$ cat config.mk
export PLATFORM = sky130hd
export DESIGN_NAME = box_sum_top
export DESIGN_NICKNAME = d
export VERILOG_FILES = /design/src/design/box_pkg.sv /design/src/design/frame_buffer.sv /design/src/design/box_sequencer.sv /design/src/design/position_counters.sv /design/src/design/window_sum.sv /design/src/design/row_prefix_sum.sv /design/src/design/result_combiner.sv /design/src/design/box_sum_top.sv
export VERILOG_INCLUDE_DIRS = /design/src /design/src/design
export SDC_FILE = /design/constraint.sdc
export NUM_CORES = 1
export LEC_CHECK = 0
export BUFFER_PORTS_ARGS = -buffer_cell sky130_fd_sc_hd__buf_2
export CAP_MARGIN = 20
export CORE_ASPECT_RATIO = 1.1
export CORE_MARGIN = 8
export CORE_UTILIZATION = 50
export DETAILED_ROUTE_END_ITERATION = 10
export PLACE_DENSITY = 0.65
export SLEW_MARGIN = 20
export SYNTH_ARGS = -nofsm -noshare
export SYNTH_HDL_FRONTEND = slang
export SYNTH_SLANG_ARGS = --single-unit
$ cat constraint.sdc
create_clock -name clk -period 7.8 [get_ports clk]
set_clock_uncertainty 0.15 [all_clocks]
set_input_delay 2.34 -clock clk [delete_from_list [all_inputs] [get_ports clk]]
set_output_delay 2.34 -clock clk [all_outputs]
set_load 0.02 [all_outputs]
$ cat src/design/box_consts.svh
`ifndef BOX_CONSTS_SVH
`define BOX_CONSTS_SVH

// frame geometry.
`define BOX_COLS   15
`define BOX_ROWS   4

// sliding window length in pixels.
`define BOX_WINDOW 12

// datapath widths.
`define BOX_PIX_W  8
`define BOX_COL_W  10
`define BOX_ROW_W  4
`define BOX_SUM_W  12   // holds 15 pixels of 255.

`endif

$ cat src/design/box_pkg.sv
`include "box_consts.svh"

package box_pkg;

  typedef logic [`BOX_PIX_W-1:0] pixel_t;
  typedef logic [`BOX_COL_W-1:0] col_t;
  typedef logic [`BOX_ROW_W-1:0] row_t;
  typedef logic [`BOX_SUM_W-1:0] sum_t;

  // three-bit binary encoding.
  typedef enum logic [2:0] {
    idle      = 3'd0,
    warm_up   = 3'd1,
    row_start = 3'd2,
    fill      = 3'd3,
    emit      = 3'd4,
    frame_end = 3'd5
  } seq_state_t;

  typedef struct packed {
    logic count_en;   // step the column counter.
    logic ld_en;      // restart both sums at column 0.
    logic sum_en;     // slide the window.
    logic cum_en;     // results valid this row.
    logic warm_en;
    logic reset_en;   // end of frame clear.
  } ctrl_t;

  typedef struct packed {
    row_t row;
    col_t col;
    sum_t window_sum;
    sum_t prefix_sum;
  } box_result_t;

endpackage

$ cat src/design/frame_buffer.sv
`timescale 1ns/100ps
`include "box_consts.svh"

module frame_buffer (
  input  logic            clk,
  input  logic            wr_en,
  input  box_pkg::row_t   wr_row,
  input  box_pkg::col_t   wr_col,
  input  box_pkg::pixel_t wr_data,
  input  box_pkg::row_t   rd_row,
  input  box_pkg::col_t   rd_col,
  output box_pkg::pixel_t rd_data
);

  localparam int unsigned DEPTH  = `BOX_ROWS * `BOX_COLS;
  localparam int unsigned ADDR_W = $clog2(DEPTH);

  typedef logic [ADDR_W-1:0] addr_t;

  box_pkg::pixel_t mem [DEPTH];
  addr_t           wr_addr;
  addr_t           rd_addr;

  // row-major flat index.
  function automatic addr_t flat_addr(box_pkg::row_t row, box_pkg::col_t col);
    flat_addr = addr_t'(int'(row) * `BOX_COLS + int'(col));
  endfunction

  assign wr_addr = flat_addr(wr_row, wr_col);
  assign rd_addr = flat_addr(rd_row, rd_col);

  always_ff @(posedge clk) begin
    if (wr_en)
      mem[wr_addr] <= wr_data;
  end

  assign rd_data = mem[rd_addr];   // same-cycle read.

endmodule

$ cat src/design/box_sequencer.sv
`timescale 1ns/100ps
`include "box_consts.svh"

module box_sequencer #(
  parameter int COLS = `BOX_COLS
) (
  input  logic           clk,
  input  logic           rst_n,
  input  logic           frame_loaded,
  input  logic           warm_done,
  input  box_pkg::col_t  col,
  input  logic           last_pos,
  output box_pkg::ctrl_t ctrl,
  output logic           emit_strobe,
  output logic           frame_done
);

  box_pkg::seq_state_t state;
  box_pkg::seq_state_t next_state;
  box_pkg::seq_state_t prev_state;   // tells row_start it came from emit.

  logic fill_done;
  logic row_done;

  assign fill_done = col > box_pkg::col_t'(`BOX_WINDOW - 1);
  assign row_done  = col > box_pkg::col_t'(COLS - 2);

  always_ff @(posedge clk) begin
    if (!rst_n) begin
      state      <= box_pkg::idle;
      prev_state <= box_pkg::idle;
    end else begin
      state      <= next_state;
      prev_state <= state;
    end
  end

  always_comb begin
    next_state = state;
    case (state)
      box_pkg::idle:
        if (frame_loaded)
          next_state = box_pkg::warm_up;
      box_pkg::warm_up:
        if (warm_done)
          next_state = box_pkg::row_start;
      box_pkg::row_start:
        next_state = box_pkg::fill;
      box_pkg::fill:
        if (fill_done)
          next_state = box_pkg::emit;
      box_pkg::emit:
        if (last_pos)
          next_state = box_pkg::frame_end;
        else if (row_done)
          next_state = box_pkg::row_start;
      box_pkg::frame_end:
        next_state = box_pkg::idle;
      default:
        next_state = box_pkg::idle;
    endcase
  end

  always_comb begin
    ctrl        = '0;
    emit_strobe = 1'b0;
    frame_done  = 1'b0;
    case (state)
      box_pkg::warm_up:
        ctrl.warm_en = 1'b1;
      box_pkg::row_start: begin
        ctrl.ld_en    = 1'b1;
        ctrl.count_en = 1'b1;
        emit_strobe   = prev_state == box_pkg::emit;   // last column of previous row.
      end
      box_pkg::fill: begin
        ctrl.count_en = 1'b1;
        ctrl.sum_en   = 1'b1;
      end
      box_pkg::emit: begin
        ctrl.count_en = 1'b1;
        ctrl.sum_en   = 1'b1;
        ctrl.cum_en   = 1'b1;
        emit_strobe   = 1'b1;
      end
      box_pkg::frame_end: begin
        ctrl.reset_en = 1'b1;
        frame_done    = 1'b1;
      end
      default: ;
    endcase
  end

endmodule

$ cat src/design/position_counters.sv
`timescale 1ns/100ps
`include "box_consts.svh"

module position_counters (
  input  logic           clk,
  input  logic           rst_n,
  input  box_pkg::ctrl_t ctrl,
  output logic           warm_done,
  output box_pkg::col_t  col,
  output box_pkg::row_t  rd_row,
  output box_pkg::col_t  rd_col,
  output logic           last_pos
);

  logic [1:0]    warm_cnt;
  box_pkg::row_t row;
  logic          last_col;
  logic          last_row;

  assign warm_done = warm_cnt > 2'd2;
  assign last_col  = col == box_pkg::col_t'(`BOX_COLS - 1);
  assign last_row  = row == box_pkg::row_t'(`BOX_ROWS - 1);
  assign last_pos  = last_col && last_row;

  always_ff @(posedge clk) begin
    if (!rst_n || ctrl.reset_en)
      warm_cnt <= '0;
    else if (ctrl.warm_en && !warm_done)
      warm_cnt <= warm_cnt + 2'd1;   // holds once done.
  end

  always_ff @(posedge clk) begin
    if (!rst_n || ctrl.reset_en)
      col <= '0;
    else if (ctrl.ld_en)
      col <= box_pkg::col_t'(1);   // column 0 read this cycle.
    else if (ctrl.count_en)
      col <= last_col ? '0 : col + 1'b1;
  end

  always_ff @(posedge clk) begin
    if (!rst_n || ctrl.reset_en)
      row <= '0;
    else if (ctrl.cum_en && last_col)
      row <= last_row ? '0 : row + 1'b1;   // wrap keeps the read in range.
  end

  assign rd_row = row;
  assign rd_col = col;

endmodule

$ cat src/design/window_sum.sv
`timescale 1ns/100ps
`include "box_consts.svh"

module window_sum (
  input  logic            clk,
  input  logic            rst_n,
  input  box_pkg::ctrl_t  ctrl,
  input  box_pkg::pixel_t pixel,
  output box_pkg::sum_t   window_sum
);

  box_pkg::pixel_t taps [`BOX_WINDOW];   // taps[0] is the newest.
  box_pkg::sum_t   sum_q;
  box_pkg::sum_t   pix_ext;
  box_pkg::sum_t   old_ext;

  assign pix_ext = box_pkg::sum_t'(pixel);
  assign old_ext = box_pkg::sum_t'(taps[`BOX_WINDOW-1]);

  always_ff @(posedge clk) begin
    if (ctrl.ld_en) begin
      taps[0] <= pixel;
      for (int i = 1; i < `BOX_WINDOW; i++) begin
        taps[i] <= '0;   // drop the previous row.
      end
    end else if (ctrl.sum_en) begin
      taps[0] <= pixel;
      for (int i = 1; i < `BOX_WINDOW; i++) begin
        taps[i] <= taps[i-1];
      end
    end
  end

  // add the incoming pixel, subtract the one leaving the window.
  always_ff @(posedge clk) begin
    if (!rst_n)
      sum_q <= '0;
    else if (ctrl.ld_en)
      sum_q <= pix_ext;
    else if (ctrl.sum_en)
      sum_q <= sum_q + pix_ext - old_ext;
  end

  assign window_sum = sum_q;

endmodule

$ cat src/design/row_prefix_sum.sv
`timescale 1ns/100ps
`include "box_consts.svh"

module row_prefix_sum (
  input  logic            clk,
  input  logic            rst_n,
  input  box_pkg::ctrl_t  ctrl,
  input  box_pkg::pixel_t pixel,
  output box_pkg::sum_t   prefix_sum
);

  box_pkg::sum_t acc;
  box_pkg::sum_t pix_ext;

  assign pix_ext = box_pkg::sum_t'(pixel);

  always_ff @(posedge clk) begin
    if (!rst_n)
      acc <= '0;
    else if (ctrl.ld_en)
      acc <= pix_ext;   // column 0 starts the row.
    else if (ctrl.count_en)
      acc <= acc + pix_ext;
  end

  assign prefix_sum = acc;

endmodule

$ cat src/design/result_combiner.sv
`timescale 1ns/100ps
`include "box_consts.svh"

module result_combiner (
  input  logic                 clk,
  input  logic                 rst_n,
  input  box_pkg::row_t        rd_row,
  input  box_pkg::col_t        rd_col,
  input  box_pkg::sum_t        window_sum,
  input  box_pkg::sum_t        prefix_sum,
  input  logic                 emit_strobe,
  input  logic                 frame_done,
  output box_pkg::box_result_t result,
  output logic                 res_valid,
  output logic                 frame_done_out
);

  box_pkg::row_t row_q;   // position the sums describe.
  box_pkg::col_t col_q;
  logic          capture;

  assign capture = emit_strobe || frame_done;

  always_ff @(posedge clk) begin
    row_q <= rd_row;
    col_q <= rd_col;
  end

  always_ff @(posedge clk) begin
    if (capture) begin
      result.row        <= row_q;
      result.col        <= col_q;
      result.window_sum <= window_sum;
      result.prefix_sum <= prefix_sum;
    end
  end

  always_ff @(posedge clk) begin
    if (!rst_n) begin
      res_valid      <= 1'b0;
      frame_done_out <= 1'b0;
    end else begin
      res_valid      <= capture;
      frame_done_out <= frame_done;   // lines up with the last result.
    end
  end

endmodule

$ cat src/design/box_sum_top.sv
`timescale 1ns/100ps
`include "box_consts.svh"

module box_sum_top (
  input  logic                 clk,
  input  logic                 rst_n,
  input  logic                 wr_en,
  input  box_pkg::row_t        wr_row,
  input  box_pkg::col_t        wr_col,
  input  box_pkg::pixel_t      wr_data,
  input  logic                 frame_loaded,
  output box_pkg::box_result_t result,
  output logic                 res_valid,
  output logic                 frame_done_out
);

  box_pkg::ctrl_t  ctrl;
  box_pkg::col_t   col;
  box_pkg::row_t   rd_row;
  box_pkg::col_t   rd_col;
  box_pkg::pixel_t rd_data;
  box_pkg::sum_t   win_sum;
  box_pkg::sum_t   pre_sum;
  logic            warm_done;
  logic            last_pos;
  logic            emit_strobe;
  logic            frame_done;

  frame_buffer i_frame_buffer (
    .clk     (clk),
    .wr_en   (wr_en),
    .wr_row  (wr_row),
    .wr_col  (wr_col),
    .wr_data (wr_data),
    .rd_row  (rd_row),
    .rd_col  (rd_col),
    .rd_data (rd_data)
  );

  position_counters i_position_counters (
    .clk       (clk),
    .rst_n     (rst_n),
    .ctrl      (ctrl),
    .warm_done (warm_done),
    .col       (col),
    .rd_row    (rd_row),
    .rd_col    (rd_col),
    .last_pos  (last_pos)
  );

  box_sequencer #(.COLS(`BOX_COLS)) i_box_sequencer (
    .clk          (clk),
    .rst_n        (rst_n),
    .frame_loaded (frame_loaded),
    .warm_done    (warm_done),
    .col          (col),
    .last_pos     (last_pos),
    .ctrl         (ctrl),
    .emit_strobe  (emit_strobe),
    .frame_done   (frame_done)
  );

  window_sum i_window_sum (
    .clk        (clk),
    .rst_n      (rst_n),
    .ctrl       (ctrl),
    .pixel      (rd_data),
    .window_sum (win_sum)
  );

  row_prefix_sum i_row_prefix_sum (
    .clk        (clk),
    .rst_n      (rst_n),
    .ctrl       (ctrl),
    .pixel      (rd_data),
    .prefix_sum (pre_sum)
  );

  result_combiner i_result_combiner (
    .clk            (clk),
    .rst_n          (rst_n),
    .rd_row         (rd_row),
    .rd_col         (rd_col),
    .window_sum     (win_sum),
    .prefix_sum     (pre_sum),
    .emit_strobe    (emit_strobe),
    .frame_done     (frame_done),
    .result         (result),
    .res_valid      (res_valid),
    .frame_done_out (frame_done_out)
  );

endmodule

After elaboration in Yosys (flattened, before gate mapping)
Memory sizes are Yosys's and may differ from the RTL's.
Cells that the tools add are included.
{"block": "classes", "n_addsub": 8, "n_mul": 2, "n_lt_le_gt_ge": 3, "n_eq_ne": 12, "n_mux": 40, "n_bitwise": 13, "n_reduce_logical": 15}
{"cell": "two-way mux 8 bit", "count": 16}
{"cell": "adder 12 x 8 -> 12 bit", "count": 2}
{"cell": "> comparator 10 x 4 -> 1 bit, second input constant", "count": 2}
{"cell": "two-way mux 1 bit", "count": 15}
{"cell": "two-way mux 3 bit", "count": 5}
{"cell": "one-hot mux 3 bit (5 select lines)", "count": 1}
{"cell": "adder 6 bit", "count": 2}
{"cell": "multiplier 4 x 4 -> 6 bit, second input constant", "count": 2}
{"cell": "OR 1 bit", "count": 12}
{"cell": "subtractor 12 x 8 -> 12 bit", "count": 1}
{"cell": "adder 10 x 1 -> 10 bit, second input constant", "count": 1}
{"cell": "== test 10 x 4 -> 1 bit, second input constant", "count": 1}
{"cell": "two-way mux 10 bit", "count": 1}
{"cell": "== test 3 bit, second input constant", "count": 3}
{"cell": "== test 3 x 2 -> 1 bit, second input constant", "count": 2}
{"cell": "OR reduction 2 bit", "count": 3}
{"cell": "adder 4 x 1 -> 4 bit, second input constant", "count": 1}
{"cell": "== test 4 x 2 -> 1 bit, second input constant", "count": 1}
{"cell": "two-way mux 4 bit", "count": 1}
{"cell": "inequality test 2 bit, second input constant", "count": 2}
{"cell": "AND reduction 4 bit", "count": 1}
{"cell": "nonzero test 2 bit", "count": 2}
{"cell": "== test 3 x 1 -> 1 bit, second input constant", "count": 1}
{"cell": "logical AND 1 bit", "count": 3}
{"cell": "other kinds (10)", "count": 12}
{"block": "word_totals", "reg_bits": 100, "mem_bits_rw": 576, "inputBits": 26, "output_inout_bits": 40, "wordCells": 113, "n_memories": 2}
{"name": "i_frame_buffer.mem", "words": 60, "width": 8, "rd": 1, "rd_clocked_by_memory_dff": 0, "write_ports": 1, "line_no": "frame_buffer.sv:20", "source": "box_pkg::pixel_t mem [DEPTH];"}
{"name": "i_window_sum.taps", "words": 12, "width": 8, "rd": 12, "rd_clocked_by_memory_dff": 0, "write_ports": 12, "line_no": "window_sum.sv:12", "source": "box_pkg::pixel_t taps [`BOX_WINDOW];"}

Longest topological paths before layout
Gate-level depths: netlist of the first run.
{"block": "depth", "word_depth": 7, "ltp_mapped": 22, "ltp_nobuf": 21}

Hierarchy
Synthesis of the first run repeated with hierarchy kept, for this count alone.
{"block": "hier_totals", "cells_unflattened": 1650, "hier_area_um2": 28013.1}
{"module": "frame_buffer", "n_inst": 1, "cells_per_inst": 949, "area_each_um2": 19403.6, "seq_area_each_um2": 14413.8}
{"module": "window_sum", "n_inst": 1, "cells_per_inst": 384, "area_each_um2": 4890.9, "seq_area_each_um2": 3123.0}
{"module": "result_combiner", "n_inst": 1, "cells_per_inst": 57, "area_each_um2": 1482.7, "seq_area_each_um2": 1461.4}
{"module": "position_counters", "n_inst": 1, "cells_per_inst": 104, "area_each_um2": 943.4, "seq_area_each_um2": 320.3}
{"module": "row_prefix_sum", "n_inst": 1, "cells_per_inst": 107, "area_each_um2": 905.9, "seq_area_each_um2": 240.2}
{"module": "box_sequencer", "n_inst": 1, "cells_per_inst": 49, "area_each_um2": 386.6, "seq_area_each_um2": 120.1}

Least setup slack after synthesis of the first run
No wires, ideal clock.
{"block": "synth_path", "path_type": "flip-flop to flip-flop", "from": "register i_position_counters.row[2] (netlist: i_position_counters.rd_row[2])", "to": "register i_window_sum.sum_q[10] (netlist: i_window_sum.window_sum[10])", "setup_time_ns": 0.130, "arrival_time_ns": 5.930, "t_required_ns": 7.520, "setup_slack_ns": 1.590, "stages_incl_launch_ff": 21, "n_path_buf": 1, "period_less_slack_ns": 6.210, "cell_sequence": "dfxtp_1 > fa_1 > inv_1 > fa_1 > fa_1 > inv_1 > ha_1 > xor2_4 > buf_6 > mux4_2 > mux2i_1 > mux2i_1 > fa_1 > fa_1 > a21o_1 > a21o_1 > a21oi_1 > o21ai_0 > a41oi_1 > mux2i_1 > o311ai_1"}
{"block": "synth_between", "elab_chain_cells": 5}
{"element": "start, declared", "line_no": "position_counters.sv:16", "source": "box_pkg::row_t row;"}
{"element": "start signal, assigned", "line_no": "position_counters.sv:45", "source": "row <= last_row ? '0 : row + 1'b1;"}
{"element": "multiplier 4 x 4 -> 6 bit (no source line)"}
{"element": "adder 6 bit", "line_no": "frame_buffer.sv:26", "source": "flat_addr = addr_t'(int'(row) * `BOX_COLS + int'(col));"}
{"element": "memory read (60 x 8 bit)"}
{"element": "via i_frame_buffer.rd_data[1]", "line_no": "frame_buffer.sv:12", "source": "output box_pkg::pixel_t rd_data"}
{"element": "adder 12 x 8 -> 12 bit", "line_no": "window_sum.sv:41", "source": "sum_q <= sum_q + pix_ext - old_ext;"}
{"element": "subtractor 12 x 8 -> 12 bit", "line_no": "window_sum.sv:41"}
{"element": "end signal, assigned", "line_no": "window_sum.sv:39", "source": "sum_q <= pix_ext;"}
{"element": "end signal, assigned", "line_no": "window_sum.sv:41"}
{"element": "end, declared", "line_no": "window_sum.sv:13", "source": "box_pkg::sum_t sum_q;"}
The timed path passes the listed nets, and every way through them passes these cells.
A chain may end at the register's enable or synchronous reset.

Worst setup path after layout of the first run
Same ends and word-level chain as after synthesis.

==> metrics.sh, run 1 <==
DRC=0
CTS_RESIZED=0
OUTCOME='complete, no violations'
POSTCTSHOLDBUFS=0
SYNTH.TOP_CELL.AREA_SHARE=0.667
NETLIST_TOP_CELLS_AREA='sky130_fd_sc_hd__edfxtp_1 (67%), sky130_fd_sc_hd__mux4_2 (11%), sky130_fd_sc_hd__dfxtp_1 (4.5%), sky130_fd_sc_hd__and2_1 (2.2%), sky130_fd_sc_hd__ha_1 (2.0%)'
TOTAL_WIRE_LENGTH_AFTER_DETAILED_ROUTING_MM=56.5
DETAILED_PLACE_HPWL_MM=35.4
SETUP_REPAIR_AFTER_GLOBAL_ROUTING_MISSED_ITS_MARGIN='false'
TIMING.CRITICAL_PATH.SLOWEST_STAGE_CELL='sky130_fd_sc_hd__mux4_2'
SYNTH_TOP_CELL_BY_AREA='sky130_fd_sc_hd__edfxtp_1'
XOR_AND_XNOR_AREA_SHARE_AFTER_SYNTHESIS=0.0114
GRT_PASS1_WL_MM=86.9
WORSTPATHMAXFANOUT=19
ROUTE.DETAILED.VIAS_PER_INST=5.62
NUMCTSBUFFERS=69
SITE_ROW_COUNT=90
POST-ROUTE-PERIOD-UTIL=0.894
CRIT_PATH_MAX_INCR_DELAY_NS=0.61
DETAIL-ROUTE-ANTENNA-NETS=0
FIN_NETS=1780
HEADROOM_TO_THE_MAX_SLEW_LIMIT=0.349
IR_DROP_V=0.000198
SETUP_VIOL_COUNT_FINAL=0
NUMBER_OF_ANTENNA_VIOLATIONS_AT_THE_FIRST_CHECK_IN_GLOBAL_ROUTING=0
TIMING_MAX_TRANSITION_VIOLATIONS_FINAL=0
PATH_COMMON_CELL='sky130_fd_sc_hd__fa_1'
SYNTH-WARNING-COUNT=0
HOLD_VIOL=0
DIE-AREA_UM2=63100
CTS_NUM_SINKS=676
REG2REG_SLACK_NS=0.83
ROUTED_WIRE_LENGTH_PER_INSTANCE_UM=22.9
MOSTFREQUENTLAYOUTCELL='sky130_fd_sc_hd__edfxtp_1'
SYNTH-COMPOUND-AREA-SHARE=0.0316
P_LEAK_nW=10.5
SYNTH.DISTINCT_CELLS=58
TOTAL_OF_MAX_CAP_VIOLATIONS=0
CRIT_CHAIN='fa_1 -> inv_1 -> fa_1 -> fa_1 -> inv_1 -> ha_1 -> xor2_4 -> buf_4 -> mux4_2 -> mux2i_1 -> mux2i_1 -> fa_1 -> fa_1 -> a21o_1 -> a21o_1 -> a21oi_1 -> o21ai_0 -> a41oi_1 -> mux2i_1 -> o311ai_1'
YS_ASYNC_SR_FRACTION=0
CTS_POST_SETUP_BUFFERS_INSERTED=0
COMBINATIONAL_FAMILY_WITH_THE_MOST_AREA_AFTER_SYNTHESIS='multiplexers'
MOSTFREQUENTLAYOUTCELLS='sky130_fd_sc_hd__edfxtp_1 (614), sky130_fd_sc_hd__mux4_2 (135), sky130_fd_sc_hd__nor2_1 (116), sky130_fd_sc_hd__and2_1 (95), sky130_fd_sc_hd__clkbuf_16 (72)'
SIMPLE_GATE_SHARE_OF_THE_SYNTHESIZED_AREA=0.0625
LAYOUT-DRIVE-GT1-SHARE=0.209
FMAX_MHz=143
CLOCK_PATH_BUFFERS=3
POST_SYNTH_INST_COUNT=1555
GRT_UTIL_ALL_LAYERS=0.182
CORE_AREA_UM2=54700
INITIAL_CORE_UTIL=0.505
CRIT_PATH_START_KIND='flop'
WORST_SETUP_PATH_END_KIND='flop'
FINALCOREUTILIZATION=0.571
YOSYSSEQAREASHARE=0.712
PIN_COUNT=66
YOSYS_REG_BITS=676
SETUP_TOTAL_NEGATIVE_SLACK_NS=0
VIAS=13900
AREA.GROWTH.SYNTH_TO_FINAL_PCT=13.0
WORST_HOLD_PATH_TYPE='reg2reg'
GR-TOTAL-OVERFLOW=0
GP_CONGESTION=0.803
SHARE_OF_SYNTHESIZED_CELL_AREA_IN_FULL_ADDER_HALF_ADDER_AND_MAJORITY_CELLS=0.0385
CLK_ROOT_BUFFER_CELL='sky130_fd_sc_hd__clkbuf_16'
BUFFER_PORTS.INSERTED=61
DR.PASS1.ITERS=5
MAXIMUM_NUMBER_OF_PINS_ON_ONE_NET_BEFORE_GLOBAL_ROUTE_REPAIR=81
INSERTEDDIODECOUNT=0
CLOCK_TREE_FROM_TRITONCTS='yes'
CHIP_WIDTH_UM=240
DRT_FIRST_ITER_VIOLATIONS=1195
CTS.HTREE.LEVELS=3
PATH_CLK_SLEW_NS=0.07
POST_SYN_NETS=1651
YOSYS-MUX-AREA-FRACTION=0.123
CLKLATENCYLATEPIN_NS=0.59
WORST_PIN_SLEW_NS=0.976
NUMBER_OF_GLOBAL_ROUTE_VIAS_BEFORE_REPAIR=14500
WORSTSETUPPATHTYPE='reg2reg'
SYN_AREA_PER_CELL_UM2=17.8
DIE_H_UM=263
POWER.DENSITY_nW_PER_UM2=341
NUMBER_OF_ENABLE_FLIP_FLOP_CELLS_AFTER_SYNTHESIS=614
WORST-ENDPOINT-REQUIRED_NS=8.12
TIMING.FINAL.CRIT_PERIOD_NS=6.97
SYNTH_FLOP_CELL='sky130_fd_sc_hd__edfxtp_1'
CRITPATHARRIVALTIME_NS=7.29
CELL_AREA_AFTER_SYNTHESIS_UM2=27600
area by class of cell:
class | instances | area, um^2
Clock inverter | 33 | 265
Fill cell | 4243 | 23500
Inverter | 61 | 231
Clock buffer | 88 | 1900
Sequential cell | 676 | 19700
Tap cell | 736 | 921
Multi-Input combinational cell | 758 | 7420
Timing Repair Buffer | 118 | 823
worst paths after layout:
path	startpoint	to	cells after the start
min	i_position_counters.col[9]$_SDFFE_PP0P_	i_result_combiner.col_q[9]$_DFF_P_	0
max	i_position_counters.rd_row[2]$_SDFFE_PP0P_	i_window_sum.window_sum[10]$_SDFFE_PP0P_	20
min reg2reg	i_position_counters.col[9]$_SDFFE_PP0P_	i_result_combiner.col_q[9]$_DFF_P_	0
max reg2reg	i_position_counters.rd_row[2]$_SDFFE_PP0P_	i_window_sum.window_sum[10]$_SDFFE_PP0P_	20
worst max-delay path, delay by kind of cell, from the launching register on:
kind | cells | cell delay (ns)
fa+ha+maj | 6 | 2.95
compound gates | 6 | 1.11
mux | 4 | 1.22
flops | 1 | 0.56
xor+xnor | 1 | 0.26
buf+inv | 3 | 0.56
synthesized netlist by cell type (4+ instances only):
cell                       instances
sky130_fd_sc_hd__a211oi_1         11
sky130_fd_sc_hd__nand3_1          22
sky130_fd_sc_hd__and2_1           95
sky130_fd_sc_hd__edfxtp_1        614
sky130_fd_sc_hd__xor2_1           10
sky130_fd_sc_hd__nand2_1          60
sky130_fd_sc_hd__ha_1             45
sky130_fd_sc_hd__a31oi_1           8
sky130_fd_sc_hd__a32oi_1           4
sky130_fd_sc_hd__or3_1             8
sky130_fd_sc_hd__fa_1             25
sky130_fd_sc_hd__a22oi_1           6
sky130_fd_sc_hd__a21o_1           10
sky130_fd_sc_hd__a21oi_1          41
sky130_fd_sc_hd__mux2i_1          33
sky130_fd_sc_hd__o21ai_0          22
sky130_fd_sc_hd__dfxtp_1          62
sky130_fd_sc_hd__buf_2            15
sky130_fd_sc_hd__clkbuf_1         26
sky130_fd_sc_hd__nor2_1          116
sky130_fd_sc_hd__a311oi_1          4
sky130_fd_sc_hd__o21ai_1           4
sky130_fd_sc_hd__buf_6            13
sky130_fd_sc_hd__xnor2_1          21
sky130_fd_sc_hd__o21a_1            8
sky130_fd_sc_hd__nand4_1           6
sky130_fd_sc_hd__inv_1            59
sky130_fd_sc_hd__nor4_1            5
sky130_fd_sc_hd__nor2b_1           7
sky130_fd_sc_hd__mux4_2          135
sky130_fd_sc_hd__nor3_1           13
layer usage:
metal  routed length (um)  global-route usage  up-vias
met4                 1540              0.0610        0
li1                     -                   -     6290
met2                28800               0.307      346
met5                    0                   0        -
met1                23300               0.237     7147
met3                 2840              0.0307      104
state kept, by name, indices dropped and copies added (netlist names):
name,count
i_box_sequencer.prev_state,3
i_position_counters.warm_cnt,2
i_result_combiner.frame_done_out,1
i_row_prefix_sum.prefix_sum,12
i_window_sum.window_sum,12
i_box_sequencer.state,3
i_result_combiner.res_valid,1
i_frame_buffer.mem,480
i_result_combiner.col_q,10
i_result_combiner.row_q,4
i_result_combiner.result,38
i_position_counters.rd_row,4
i_position_counters.col,10
i_window_sum.taps,96
metrics by stage:
step | hold WS, ns | power, mW | cell area, um^2 | setup slack [ns] | std cells
4_1_cts | 0.238 | 10.8 | 31200 | 0.738 | 2469
5_1_grt | 0.249 | 11.2 | 31200 | 0.446 | 2470
3_5_place_dp | 0.228 | 7.60 | 29000 | 0.688 | 2348
3_3_place_gp | 0.226 | 7.54 | 29000 | 0.721 | 2348
6_report | 0.235 | 10.7 | 31200 | 0.829 | 2470
2_1_floorplan | 0.206 | 6.79 | 27600 | 1.59 | 1555
kinds of logic after synthesis:
family / count (synthesis)
flops: 676
simple gates: 349
mux: 170
compound gates: 136
buf+inv: 121
fa+ha+maj: 70
xor+xnor: 33
power by group:
| part | switching (mW) | leakage (nW) | internal [mW] |
|---|---|---|---|
| Clock | 1.31 | 1.06 | 1.85 |
| Sequential | 0.178 | 6.10 | 4.62 |
| Combinational | 1.60 | 3.37 | 1.10 |
Note: power is estimated with default switching activity, not from simulation.
==> run 2: changes to the inputs <==
--- a/config.mk
+++ b/config.mk
@@ -8,11 +8,12 @@
 export LEC_CHECK = 0
 export BUFFER_PORTS_ARGS = -buffer_cell sky130_fd_sc_hd__buf_2
 export CAP_MARGIN = 20
-export CORE_ASPECT_RATIO = 1.1
+export CORE_ASPECT_RATIO = 0.9
 export CORE_MARGIN = 8
-export CORE_UTILIZATION = 50
+export CORE_UTILIZATION = 45
+export CTS_CLUSTER_DIAMETER = 40
 export DETAILED_ROUTE_END_ITERATION = 10
-export PLACE_DENSITY = 0.65
+export PLACE_DENSITY = 0.6
 export SLEW_MARGIN = 20
 export SYNTH_ARGS = -nofsm -noshare
 export SYNTH_HDL_FRONTEND = slang
==> run 2 against run 1 <==
Critical path depth unchanged; die area increased by 10%; combinational power hardly changed; worst hold slack worse by 0.0047 ns; count of clock-buffer cells in the layout increased by 17; setup slack lost 0.37 ns; largest cell class unchanged; largest power group unchanged.
==> metrics.sh, run 2 (synthesis gave the netlist of run 1 again) <==
MAX_FLOP_REGISTER='i_frame_buffer.mem'
BUFFER_PORTS.INSERTED=61
SETUP_REPAIR_AFTER_GLOBAL_ROUTING_MISSED_ITS_MARGIN='false'
SETUP_VIOL_COUNT_FINAL=0
CRIT_PATH_MAX_INCR_DELAY_NS=0.81
INITIAL_CORE_UTIL=0.453
WORST-ENDPOINT-REQUIRED_NS=8.15
DIE-AREA_UM2=69600
DETAIL-ROUTE-ANTENNA-NETS=0
LAYOUT-DRIVE-GT1-SHARE=0.236
POWER.DENSITY_nW_PER_UM2=366
ROUTE.DETAILED.VIAS_PER_INST=5.45
PLACEMENT.SETUP.WORST_SLACK_NS=0.581
DIE_H_UM=251
PATH_COMMON_CELL='sky130_fd_sc_hd__fa_1'
SETUP_TOTAL_NEGATIVE_SLACK_NS=0
FILL_CELL_INSTANCE_COUNT_OF_THE_FINAL_LAYOUT=4819
SETUP_WS_NS=0.457
CTS_RESIZED=0
MIN_PATH_CELLS=0
GR-TOTAL-OVERFLOW=0
HEADROOM_TO_THE_MAX_SLEW_LIMIT=0.309
CLK_ROOT_BUFFER_CELL='sky130_fd_sc_hd__clkbuf_16'
MOSTFREQUENTLAYOUTCELL='sky130_fd_sc_hd__edfxtp_1'
LARGEST_REGISTER_FFS=480
REG.LARGEST.LIST='i_frame_buffer.mem: 480 flops, i_window_sum.taps: 96 flops, i_result_combiner.result: 38 flops'
OUTCOME='complete, no violations'
FIN_NETS=1799
HOLD_VIOL=0
REG2REG_SLACK_NS=0.46
SITE_ROW_COUNT=86
NUMBER_OF_ANTENNA_VIOLATIONS_AT_THE_FIRST_CHECK_IN_GLOBAL_ROUTING=0
TOTAL_WIRE_LENGTH_AFTER_DETAILED_ROUTING_MM=57.4
DRT_FIRST_ITER_VIOLATIONS=1105
DRC=0
AREA.GROWTH.SYNTH_TO_FINAL_PCT=17.1
CORE_AREA_UM2=61000
CLKLATENCYLATEPIN_NS=0.63
WORST_HOLD_PATH_TYPE='reg2reg'
FMAX_MHz=136
CHIP_WIDTH_UM=277
WORSTPATHMAXFANOUT=12
CLOCK_TREE_FROM_TRITONCTS='yes'
IR_DROP_V=0.000222
P_LEAK_nW=11.0
PATH_CLK_SLEW_NS=0.06
CTS.HTREE.LEVELS=3
TOTAL_OF_MAX_CAP_VIOLATIONS=0
CRITPATHARRIVALTIME_NS=7.69
NUMCTSBUFFERS=93
POSTCTSHOLDBUFS=0
TIMING.FINAL.CRIT_PERIOD_NS=7.34
GRT_UTIL_ALL_LAYERS=0.167
WORSTSETUPPATHTYPE='reg2reg'
GP_CONGESTION=0.794
CRIT_PATH_START_KIND='flop'
VIAS=14000
CLOCK_PATH_BUFFERS=3
CTS_POST_SETUP_BUFFERS_INSERTED=0
PIN_COUNT=66
NUMBER_OF_GLOBAL_ROUTE_VIAS_BEFORE_REPAIR=14500
ROUTED_WIRE_LENGTH_PER_INSTANCE_UM=22.3
DR.PASS1.ITERS=5
POST-ROUTE-PERIOD-UTIL=0.941
FINALCOREUTILIZATION=0.531
TIMING.CRITICAL_PATH.SLOWEST_STAGE_CELL='sky130_fd_sc_hd__xnor2_2'
MOSTFREQUENTLAYOUTCELLS='sky130_fd_sc_hd__edfxtp_1 (614), sky130_fd_sc_hd__mux4_2 (135), sky130_fd_sc_hd__nor2_1 (116), sky130_fd_sc_hd__and2_1 (95), sky130_fd_sc_hd__clkbuf_16 (95)'
MAXIMUM_NUMBER_OF_PINS_ON_ONE_NET_BEFORE_GLOBAL_ROUTE_REPAIR=92
WORST_PIN_SLEW_NS=1.03
DETAILED_PLACE_HPWL_MM=35.6
RR_WORST_DEPTH=20
WORST_SETUP_PATH_END_KIND='flop'
TIMING_MAX_TRANSITION_VIOLATIONS_FINAL=0
INSERTEDDIODECOUNT=0
CRIT_CHAIN='fa_1 -> inv_1 -> fa_1 -> fa_1 -> inv_1 -> ha_1 -> a21oi_1 -> xnor2_2 -> buf_4 -> mux2i_1 -> mux2i_1 -> fa_1 -> ha_1 -> a21o_1 -> a21o_1 -> a21oi_1 -> o21ai_0 -> a41oi_1 -> mux2i_1 -> o311ai_1'
GRT_PASS1_WL_MM=88.7
CTS_NUM_SINKS=676
[run 2: changes by cell type in the layout (fill, tap and decap cells not counted), moves of 7 or more]
cell / before / now
sky130_fd_sc_hd__inv_8: 1 / 9
sky130_fd_sc_hd__clkbuf_16: 72 / 95
sky130_fd_sc_hd__clkinvlp_4: 2 / 10
sky130_fd_sc_hd__inv_6: 1 / 10
sky130_fd_sc_hd__bufinv_16: 4 / 11
sky130_fd_sc_hd__clkinv_1: 15 / 8
[run 2: metal layers]
layer / share of wire / global-route usage
met2: 0.48 / 0.269
met1: 0.44 / 0.227
met5: 0 / 0
met4: 0.023 / 0.0506
met3: 0.058 / 0.0374
[run 2: power breakdown]
part	switching [mW]	internal [mW]
Clock	1.68	2.67
Combinational	1.61	1.10
Sequential	0.173	4.62
Total	3.46	8.40
[run 2: layout make-up]
cell class              instances  area [um^2]  share of cell area
clock buffers                 105         2420              0.0749
repair buffers                113          754              0.0233
multi-input cells             758         7420               0.229
well taps                     792          991              0.0306
flip-flops and latches        676        19700               0.608
clock inverters                70          867              0.0268
inverters                      61          231             0.00715
[run 2: final timing paths]
kind,start,end
worst max-delay path,i_position_counters.rd_row[2]$_SDFFE_PP0P_,i_window_sum.window_sum[10]$_SDFFE_PP0P_
worst min-delay path,i_position_counters.col[3]$_SDFFE_PP0P_,i_result_combiner.col_q[3]$_DFF_P_
worst max register to register,i_position_counters.rd_row[2]$_SDFFE_PP0P_,i_window_sum.window_sum[10]$_SDFFE_PP0P_
worst min register to register,i_position_counters.col[3]$_SDFFE_PP0P_,i_result_combiner.col_q[3]$_DFF_P_
[run 2: per-stage QoR]
step / cell area [um^2] / power [mW] / hold WS [ns] / instances
2_1_floorplan: 27600 / 6.79 / 0.206 / 1555
3_3_place_gp: 29100 / 7.56 / 0.222 / 2400
3_5_place_dp: 29100 / 7.61 / 0.233 / 2400
4_1_cts: 32300 / 12.0 / 0.230 / 2575
5_1_grt: 32400 / 12.4 / 0.234 / 2575
6_report: 32400 / 11.9 / 0.230 / 2575
[run 2: worst max-delay path, delay by kind of cell, from the launching register on]
family	cells	cell delay, ns
flip-flops	1	0.57
XOR/XNOR	1	0.81
AO/OA/AOI/OAI	7	1.33
adder cells (fa/ha/maj)	6	2.76
buffers and inverters	3	0.49
multiplexers	3	1.10
